**src/rtl/regSelPkg.sv**
```systemverilog
// Register select shared types
package regSelPkg;

    // Decoded integer instructions.
    typedef enum logic [6:0] {
        add,
        adda,
        addi,
        addq,
        addx,
        sub,
        suba,
        subi,
        subq,
        subx,
        cmp,
        cmpa,
        cmpi,
        cmpm,
        andB,
        orB,
        eor,
        tst,
        clr,
        move,
        movea,
        moveq,
        exg,
        lea,
        link,
        unlk,
        jsr,
        rts
    } opCode_t;

    // Fetch FSM of the parent controller.
    typedef enum logic [4:0] {
        startOp      = 5'd0,
        calcAeff     = 5'd1,
        fetchDispl   = 5'd2,
        fetchExword1 = 5'd3,
        fetchAbsLo   = 5'd9,
        fetchIdataB1 = 5'd11,
        fetchMemadr  = 5'd12,
        fetchOperand = 5'd13,
        initExecWb   = 5'd14,
        switchState  = 5'd16
    } fetchState_t;

    // Execute and writeback FSM.
    typedef enum logic [2:0] {
        idle        = 3'd0,
        execute     = 3'd1,
        adrPipeline = 3'd2,
        writeback   = 3'd3,
        writeDest   = 3'd4
    } execWbState_t;

    typedef logic [2:0]  regIdx_t;   // Register number.
    typedef logic [2:0]  adrMode_t;  // Effective address mode field.
    typedef logic [15:0] biw_t;      // Instruction or extension word.

    localparam adrMode_t modePostInc = 3'd3;  // (An)+
    localparam adrMode_t modePreDec  = 3'd4;  // -(An)

    localparam regIdx_t stackPtrIdx = 3'd7;  // A7 is the active SP.

    // EXG operation mode field, biw bits 7..3.
    localparam logic [4:0] exgDataAddr = 5'b10001;  // Dn with An.
    localparam logic [4:0] exgAddrAddr = 5'b01001;  // An with An.
    localparam logic [4:0] exgDataData = 5'b01000;  // Dn with Dn.

endpackage

```
**src/rtl/arReadSelect.sv**
```systemverilog
// Address register read select
module arReadSelect import regSelPkg::*; (
    input  opCode_t     op,
    input  opCode_t     opWb,
    input  biw_t        biw0,
    input  fetchState_t fetchState,
    input  logic        phase2,
    input  logic        rdRdy,
    output regIdx_t     arSelRd1,
    output regIdx_t     arSelRd2
);

    regIdx_t    dstIdx;
    regIdx_t    srcIdx;
    adrMode_t   dstMode;
    adrMode_t   srcMode;
    logic [4:0] exgMode;
    logic       addxDst;
    logic       cmpmDst;
    logic       moveDst;
    logic       spSel;

    // Instructions that address through the ea register field.
    function automatic logic hasEaReg(opCode_t o);
        case (o)
            add, adda, addi, addq, addx, andB, clr, cmp, cmpa, cmpi, cmpm, eor,
            exg, jsr, lea, link, move, movea, orB, sub, suba, subi, subq, subx,
            tst, unlk:
                return 1'b1;
            default:
                return 1'b0;
        endcase
    endfunction

    assign dstIdx  = biw0[11:9];
    assign srcIdx  = biw0[2:0];
    assign dstMode = biw0[8:6];
    assign srcMode = biw0[5:3];
    assign exgMode = biw0[7:3];

    // Selector runs one cycle ahead of the bus cycle.
    always_comb begin
        addxDst = 1'b0;
        if (op == addx || op == subx) begin
            case (fetchState)
                startOp, initExecWb: addxDst = 1'b1;
                calcAeff:            addxDst = !phase2;
                fetchOperand:        addxDst = !phase2 && !rdRdy;  // Destination first.
                default:             addxDst = 1'b0;
            endcase
        end
    end

    assign cmpmDst = op == cmpm && fetchState == fetchOperand && !phase2;

    always_comb begin
        moveDst = 1'b0;
        if (op == move) begin
            case (fetchState)
                fetchMemadr: moveDst = phase2;
                startOp:     moveDst = srcMode < 3'b010 && dstMode != 3'b000;  // Dn, An.
                calcAeff:    moveDst = phase2;
                fetchOperand:
                    moveDst = rdRdy && dstMode == modePreDec && srcMode != modePostInc;
                fetchIdataB1, switchState, initExecWb:
                    moveDst = dstMode != 3'b000;
                fetchAbsLo:  moveDst = dstMode != 3'b000 && !phase2;
                default:     moveDst = 1'b0;
            endcase
        end
    end

    // Stack pointer users.
    always_comb begin
        case (op)
            rts:
                spSel = 1'b1;
            link, jsr:
                spSel = fetchState == startOp || fetchState == initExecWb;
            unlk:
                spSel = fetchState == startOp || fetchState == calcAeff ||
                        fetchState == fetchOperand || opWb == unlk;  // Back-to-back UNLK.
            default:
                spSel = 1'b0;
        endcase
    end

    always_comb begin
        if (addxDst || cmpmDst || moveDst)
            arSelRd1 = dstIdx;
        else if (spSel)
            arSelRd1 = stackPtrIdx;
        else if (hasEaReg(op))
            arSelRd1 = srcIdx;
        else
            arSelRd1 = '0;
    end

    // Second port carries the non-addressing operand.
    always_comb begin
        case (op)
            addq, move, subq, tst: arSelRd2 = srcIdx;
            exg:                   arSelRd2 = (exgMode == exgDataAddr) ? srcIdx : dstIdx;
            adda, cmpa, suba:      arSelRd2 = dstIdx;
            default:               arSelRd2 = '0;
        endcase
    end

endmodule

```
**src/rtl/arUpdateControl.sv**
```systemverilog
// Address register increment and decrement
module arUpdateControl import regSelPkg::*; (
    input  opCode_t     op,
    input  biw_t        biw0,
    input  fetchState_t fetchState,
    input  fetchState_t nextFetchState,
    input  adrMode_t    adrMode,
    input  logic        initEntry,
    input  logic        phase2,
    input  logic        aluInit,
    input  logic        rdRdy,
    input  logic        dataRdy,
    input  logic        dataValid,
    output logic        arInc,
    output logic        arDec
);

    adrMode_t dstMode;
    adrMode_t srcMode;
    logic     postInc;
    logic     preDec;
    logic     leavesOperand;
    logic     leavesInitWb;
    logic     entersCalc;
    logic     stackPop;

    // Operations that step (An)+ at ALU start.
    function automatic logic isIncAluOp(opCode_t o);
        case (o)
            add, addi, addq, andB, clr, cmp, cmpi, eor, orB, sub, subi, subq, tst:
                return 1'b1;
            default:
                return 1'b0;
        endcase
    endfunction

    // Operations that step -(An) on the way into calcAeff.
    function automatic logic isDecAluOp(opCode_t o);
        case (o)
            add, adda, addi, addq, addx, andB, cmp, cmpa, cmpi, eor, move, movea,
            orB, sub, suba, subi, subq, subx, tst:
                return 1'b1;
            default:
                return 1'b0;
        endcase
    endfunction

    assign dstMode       = biw0[8:6];
    assign srcMode       = biw0[5:3];
    assign postInc       = adrMode == modePostInc;
    assign preDec        = adrMode == modePreDec;
    assign leavesOperand = fetchState == fetchOperand && nextFetchState != fetchOperand;
    assign leavesInitWb  = fetchState == initExecWb && nextFetchState != initExecWb;
    assign entersCalc    = fetchState != calcAeff && nextFetchState == calcAeff;
    assign stackPop      = fetchState == fetchOperand && rdRdy && dataValid;

    always_comb begin
        case (op)
            adda, cmpa, suba:
                arInc = postInc && fetchState == fetchOperand && dataRdy;
            move:
                arInc = (postInc && leavesOperand) ||
                        (dstMode == modePostInc && leavesInitWb);
            movea:
                arInc = postInc && leavesInitWb;
            cmpm, unlk, rts:
                arInc = stackPop;  // Operand read completed.
            default:
                arInc = postInc && aluInit && isIncAluOp(op);
        endcase
    end

    always_comb begin
        if (preDec && entersCalc && isDecAluOp(op)) begin
            arDec = 1'b1;
        end else begin
            case (op)
                jsr, link:
                    arDec = fetchState == startOp && nextFetchState != startOp;  // Push.
                clr:
                    arDec = preDec && initEntry;
                move:
                    // Single step in the first half of switchState.
                    arDec = dstMode == modePreDec &&
                            ((srcMode != modePostInc && initEntry) ||
                             (fetchState == switchState && !phase2));
                default:
                    arDec = 1'b0;
            endcase
        end
    end

endmodule

```
**src/rtl/ctrlRegSel.sv**
```systemverilog
// Controller register select
module ctrlRegSel import regSelPkg::*; (
    input  opCode_t      op,
    input  opCode_t      opWb,
    input  biw_t         biw0,
    input  biw_t         biw0Wb,
    input  biw_t         extWord,
    input  fetchState_t  fetchState,
    input  fetchState_t  nextFetchState,
    input  execWbState_t execWbState,
    input  adrMode_t     adrMode,
    input  logic         initEntry,
    input  logic         phase2,
    input  logic         aluInit,
    input  logic         aluBusy,
    input  logic         rdRdy,
    input  logic         dataRdy,
    input  logic         dataValid,
    output regIdx_t      arSelRd1,
    output regIdx_t      arSelRd2,
    output regIdx_t      arSelWr1,
    output regIdx_t      arSelWr2,
    output logic         arInc,
    output logic         arDec,
    output logic         arWr1,
    output logic         arWr2,
    output regIdx_t      drSelRd1,
    output regIdx_t      drSelRd2,
    output regIdx_t      drSelWr1,
    output regIdx_t      drSelWr2,
    output logic         drWr1,
    output logic         drWr2
);

    arReadSelect uArRead (
        .op        (op),
        .opWb      (opWb),
        .biw0      (biw0),
        .fetchState(fetchState),
        .phase2    (phase2),
        .rdRdy     (rdRdy),
        .arSelRd1  (arSelRd1),
        .arSelRd2  (arSelRd2)
    );

    arUpdateControl uArUpdate (
        .op            (op),
        .biw0          (biw0),
        .fetchState    (fetchState),
        .nextFetchState(nextFetchState),
        .adrMode       (adrMode),
        .initEntry     (initEntry),
        .phase2        (phase2),
        .aluInit       (aluInit),
        .rdRdy         (rdRdy),
        .dataRdy       (dataRdy),
        .dataValid     (dataValid),
        .arInc         (arInc),
        .arDec         (arDec)
    );

    drSelect uDrSel (
        .op        (op),
        .biw0      (biw0),
        .extWord   (extWord),
        .fetchState(fetchState),
        .drSelRd1  (drSelRd1),
        .drSelRd2  (drSelRd2),
        .drSelWr1  (drSelWr1),
        .drSelWr2  (drSelWr2)
    );

    // All four write strobes come from one place.
    writebackControl uWb (
        .op            (op),
        .opWb          (opWb),
        .biw0          (biw0),
        .biw0Wb        (biw0Wb),
        .fetchState    (fetchState),
        .nextFetchState(nextFetchState),
        .execWbState   (execWbState),
        .aluBusy       (aluBusy),
        .arSelWr1      (arSelWr1),
        .arSelWr2      (arSelWr2),
        .arWr1         (arWr1),
        .arWr2         (arWr2),
        .drWr1         (drWr1),
        .drWr2         (drWr2)
    );

endmodule

```
**src/rtl/drSelect.sv**
```systemverilog
// Data register read and write select
module drSelect import regSelPkg::*; (
    input  opCode_t     op,
    input  biw_t        biw0,
    input  biw_t        extWord,
    input  fetchState_t fetchState,
    output regIdx_t     drSelRd1,
    output regIdx_t     drSelRd2,
    output regIdx_t     drSelWr1,
    output regIdx_t     drSelWr2
);

    regIdx_t    dstIdx;
    regIdx_t    srcIdx;
    regIdx_t    indexIdx;
    logic [4:0] exgMode;
    logic       dirBit;
    logic       dirOp;

    assign dstIdx   = biw0[11:9];
    assign srcIdx   = biw0[2:0];
    assign indexIdx = extWord[14:12];  // Index register of the brief extension.
    assign exgMode  = biw0[7:3];
    assign dirBit   = biw0[8];         // Set when Dn is the source.

    // Two-operand forms with an operand direction bit.
    assign dirOp = op == add || op == sub || op == andB || op == orB;

    always_comb begin
        if (fetchState == fetchExword1) begin
            drSelRd1 = indexIdx;
        end else if ((dirOp || op == eor) && dirBit) begin
            drSelRd1 = dstIdx;
        end else begin
            case (op)
                add, andB, orB, sub, adda, addx, cmp, cmpa:
                    drSelRd1 = srcIdx;
                exg:
                    drSelRd1 = (exgMode == exgDataAddr) ? dstIdx : srcIdx;
                move, movea, suba, subx:
                    drSelRd1 = srcIdx;
                default:
                    drSelRd1 = '0;
            endcase
        end
    end

    always_comb begin
        if (op == addx || op == subx)
            drSelRd2 = dstIdx;
        else if (dirOp && dirBit)
            drSelRd2 = srcIdx;
        else begin
            case (op)
                add, cmp, sub, andB, orB, exg:
                    drSelRd2 = dstIdx;
                addi, addq, cmpi, eor, subi, subq, tst:
                    drSelRd2 = srcIdx;  // Dn as the ea operand.
                default:
                    drSelRd2 = '0;
            endcase
        end
    end

    // Register destination forms write Dn from bits 11..9.
    always_comb begin
        case (op)
            addx, subx, add, sub, andB, orB, exg, move, moveq:
                drSelWr1 = dstIdx;
            default:
                drSelWr1 = srcIdx;
        endcase
    end

    assign drSelWr2 = srcIdx;  // Second EXG register.

endmodule

```
**src/rtl/writebackControl.sv**
```systemverilog
// Register write indices and strobes
module writebackControl import regSelPkg::*; (
    input  opCode_t      op,
    input  opCode_t      opWb,
    input  biw_t         biw0,
    input  biw_t         biw0Wb,
    input  fetchState_t  fetchState,
    input  fetchState_t  nextFetchState,
    input  execWbState_t execWbState,
    input  logic         aluBusy,
    output regIdx_t      arSelWr1,
    output regIdx_t      arSelWr2,
    output logic         arWr1,
    output logic         arWr2,
    output logic         drWr1,
    output logic         drWr2
);

    logic [4:0] exgMode;
    logic [4:0] exgModeWb;
    adrMode_t   dstModeWb;
    logic       inWriteback;
    logic       exgWb;

    assign exgMode     = biw0[7:3];
    assign exgModeWb   = biw0Wb[7:3];
    assign dstModeWb   = biw0Wb[5:3];
    assign inWriteback = execWbState == writeback;
    assign exgWb       = inWriteback && opWb == exg;

    always_comb begin
        case (op)
            addq, subq, link:
                arSelWr1 = biw0[2:0];
            exg:
                arSelWr1 = (exgMode == exgDataAddr) ? biw0[2:0] : biw0[11:9];
            unlk:
                arSelWr1 = (fetchState == startOp) ? stackPtrIdx : biw0[11:9];
            default:
                arSelWr1 = biw0[11:9];  // ADDA, LEA, MOVEA, SUBA.
        endcase
    end

    assign arSelWr2 = biw0[2:0];  // EXG and UNLK.

    always_comb begin
        if (op == link && fetchState == initExecWb && !aluBusy) begin
            arWr1 = 1'b1;
        end else if (op == unlk && fetchState == switchState &&
                     nextFetchState != switchState) begin
            arWr1 = 1'b1;  // Frame pointer into SP.
        end else if (inWriteback) begin
            case (opWb)
                adda, suba, lea, movea:
                    arWr1 = 1'b1;
                addq, subq:
                    arWr1 = dstModeWb == 3'b001;  // An destination.
                exg:
                    arWr1 = exgModeWb == exgAddrAddr || exgModeWb == exgDataAddr;
                default:
                    arWr1 = 1'b0;
            endcase
        end else begin
            arWr1 = 1'b0;
        end
    end

    // Popped frame pointer, or second An of EXG.
    assign arWr2 = inWriteback && (opWb == unlk || (opWb == exg && exgModeWb == exgAddrAddr));

    always_comb begin
        if (exgWb && exgModeWb == exgDataAddr)
            drWr1 = 1'b1;
        else if (arWr1 || arWr2)
            drWr1 = 1'b0;  // Address write locks out Dn.
        else
            drWr1 = inWriteback;
    end

    assign drWr2 = exgWb && exgModeWb == exgDataData;

endmodule

```
**config.mk**
```make
export PLATFORM = sky130hd
export DESIGN_NAME = ctrlRegSel
export DESIGN_NICKNAME = d
export VERILOG_FILES = /design/src/rtl/regSelPkg.sv /design/src/rtl/arReadSelect.sv /design/src/rtl/arUpdateControl.sv /design/src/rtl/ctrlRegSel.sv /design/src/rtl/drSelect.sv /design/src/rtl/writebackControl.sv
export SDC_FILE = /design/constraint.sdc
export NUM_CORES = 1
export LEC_CHECK = 0
export BUFFER_PORTS_ARGS = -buffer_cell sky130_fd_sc_hd__buf_4
export CORE_MARGIN = 2
export CORE_UTILIZATION = 35
export DETAILED_ROUTE_END_ITERATION = 8
export PLACE_DENSITY = 0.71
export SETUP_SLACK_MARGIN = 0.4
export SYNTH_ARGS = -nofsm -noshare
export SYNTH_HDL_FRONTEND = slang
export SYNTH_SLANG_ARGS = --single-unit
```
**constraint.sdc**
```tcl
create_clock -name vclk -period 2
set_input_delay 0.1 -clock vclk [all_inputs]
set_output_delay 0.1 -clock vclk [all_outputs]
set_load 0.05 [all_outputs]
```
==> summary.md <==
| Metric | Value |
|---|---|
| Finished Cell Area | `slightly below 0.003 mm²` |
| PnR worst setup slack | `between 0.2 and 0.25 ns` |
| Grt ovf | `0` |
| DP Worst Slack | `approximately 0.16 ns` |
| Cells after synthesis | `about 260` |
| DR vias/cell | `6.13` |
| Post-synthesis net count | `340` |
| Fmax | `between 0.5 and 0.6 GHz` |
| Worst VDD drop | `0.109 mV` |
| Critical path's top delay family | `buffers and inverters` |
| Sequential area share after synthesis | `0%` |
| RSZ-0062 raised after global routing | `yes` |
| Final Hold Fails | `0` |
| Core ar. | `between 0.004 and 0.005 mm²` |
| Crit-path cells | `buf_12 -> buf_8 -> nand2_1 -> o21ai_1 -> a31oi_1 -> o31ai_2 -> buf_4 -> nor3_4 -> buf_4 -> o2bb2ai_4 -> buf_6` |
| Worst hold path class | `input pin to output pin` |
| Vias in the first global route | `2315` |
| Register cell area after layout | `0 µm²` |
| Total number of vias | `2513` |
| Post-DP HPWL | `approximately 4.9 mm` |
| Total Routing Usage GR | `approximately 25%` |
| Critical Path AT | `roughly 1.7 ns` |
| Top cell type by total area after synthesis | `nor2_1` |
| Clock buffer cells | `0` |
| Detailed Routing Iterations Pass 1 | `7` |
| Syn_area_per_cell | `6.17 µm²` |
| Setup violations, final | `0` |
| Max-cap check violation count | `0` |
| Wire per inst | `16.9 µm` |
| 1st-iter DRT viols | `between 100 and 150` |
| Slowest cell delay on critical path | `0.24 ns` |
| Die ar. | `0.00505 mm²` |
| Net count, final | `~450` |
| Post-DRT Antenna Nets | `0` |
| Seq_cells | `0` |
| Synth cell types | `a little over 60` |
| CP dominant cell by count | `buf_4` |
| Fin. max-slew vios | `0` |
| Crit Path Category | `input pin to output pin` |
| CP max-delay cell | `a31oi_1` |
| I/O pin cnt | `roughly 120` |
| Power Density | `between 200 and 250 mW/mm²` |
| Most frequent cells in the layout | `buf_4 (95), nand2_1 (22), buf_6 (20)` |
| Crit path launch type | `input pin` |
| Worst slew pin tran | `0.443 ns` |
| Initial antenna violation count | `0` |
| Final wirelength | `6.91 mm` |
| First-pass GRT wire length | `10.6 mm` |
| Drt drc | `0` |
| Fill cell count | `347` |
| Footprint of the multi-input gates | `approximately 0.0018 mm²` |
| Synth area leaders | `nor2_1 (6.0%), o21ai_0 (5.7%), nand2_1 (5.7%), a22o_1 (4.5%), o211ai_1 (4.3%)` |
| Pin count of the biggest net entering global routing | `29` |
| Most common cell after layout, fill and taps aside | `buf_4` |
| Leak | `0.00124 µW` |
| Initial Util | `a little over a third` |
| Final Cycle Share | `approximately 88%` |
| Final setup TNS | `0 ns` |
| Gp weighted congestion | `between 0.8 and 0.9` |
| Clock period minus worst slack | `between 1.5 and 2 ns` |
| Outcome | `completed` |
| Area delta synth->final | `89.3%` |
| Buf/Inv on CP | `5` |
| # rows | `24` |
| Worst EP required | `1.90 ns` |
| CP max FO | `9` |
| Ys Warns | `0` |
| Rel. slew slack | `70.1%` |
| Layout cells sized above 1 | `between 50% and 60%` |
| Diodes inserted | `0` |
| CP Capture Type | `output pin` |
| Die Ht | `around 70 µm` |
| PortBufs | `a little under 90` |
| Top cell type's share of synthesized area | `roughly 6%` |
| Synthesized area | `about 0.0016 mm²` |
| DP Area | `roughly 0.0024 mm²` |
| Die W | `71.1 µm` |
cell type report:
type	count	share of cell area (%)
repair buffers	124	37.1
multi-input cells	223	59.2
inverters	11	1.51
well taps	52	2.18
worst paths after layout:
| path | start | to | slack [ns] | cells past startpoint |
|---|---|---|---|---|
| worst max-delay path | op[1] | drSelRd1[2] | 0.24 | 11 |
| worst min-delay path | biw0Wb[3] | drWr2 | 0.51 | 3 |
synthesized netlist by cell type (2+ instances only):
| library cell | number |
|---|---|
| nand3b_1 | 4 |
| nor2_2 | 2 |
| and2b_1 | 2 |
| nor4b_2 | 2 |
| o22ai_1 | 3 |
| and2_1 | 3 |
| nor3b_1 | 2 |
| nor3_1 | 10 |
| nor2_1 | 25 |
| nand4_1 | 10 |
| nor2b_1 | 7 |
| nor4_1 | 5 |
| a22o_1 | 8 |
| xnor2_1 | 3 |
| nor4b_1 | 2 |
| nand2b_1 | 5 |
| and3_1 | 4 |
| a31oi_1 | 4 |
| o211ai_1 | 9 |
| buf_4 | 8 |
| clkbuf_1 | 2 |
| a22oi_1 | 3 |
| mux2i_1 | 5 |
| nand4b_1 | 2 |
| a21oi_1 | 13 |
| buf_2 | 8 |
| inv_1 | 11 |
| o21ai_0 | 18 |
| mux2_2 | 3 |
| a211oi_1 | 2 |
| o31ai_1 | 4 |
| o31a_1 | 2 |
| nand2_1 | 24 |
| o2bb2ai_1 | 3 |
| nand3_1 | 10 |
cell families (layout without fill, tap and decap cells):
logic type,count (synthesis),after routing,synth area share [%]
AOI/OAI and AO/OA,83,83,36.1
xor gates and xnor gates,4,4,2.23
buffers and inverters,32,135,10.7
muxes,8,8,5.33
and+or+nand+nor,128,128,45.6
repair_timing:
item / in CTS / in global routing
gates resized for setup: 54 / 34
pin swaps: 16 / 18
gates cloned: 0 / 1
hold buffers: 0 / 0
buffers inserted: 21 / 8
setup endpoints to repair: 22 / 22
per-layer routing:
| metal | routed length (µm) | up-vias | global-route usage [%] | part of all wire (%) |
|---|---|---|---|---|
| met5 | 0 | - | 0 | 0 |
| met4 | 108 | 0 | 5.03 | 1.6 |
| met3 | 564 | 12 | 1.42 | 8.2 |
| met2 | 3490 | 143 | 45.6 | 50 |
| met1 | 2750 | 1173 | 32.6 | 40 |
| li1 | - | 1185 | - | - |
stage by stage:
stage | instances | hold WS, ns | utilization [%] | total power [µW]
final | 410 | 0.509 | 68.4 | 614
after global routing | 410 | 0.517 | 68.4 | 648
after CTS | 401 | 0.510 | 63.0 | 565
after detailed placement | 380 | 0.508 | 54.7 | 494
after global placement | 380 | 0.510 | 54.7 | 489
after floorplan | 255 | 0.302 | - | 315
where the power goes:
part / switching, µW / internal (µW) / total [µW] / leakage [µW]
Clock: 0 / 0 / 0 / 0
Sequential: 0 / 0 / 0 / 0
Combinational: 341 / 274 / 614 / 0.00124
Total: 341 / 274 / 614 / 0.00124
(Power assumes the default switching activity.)
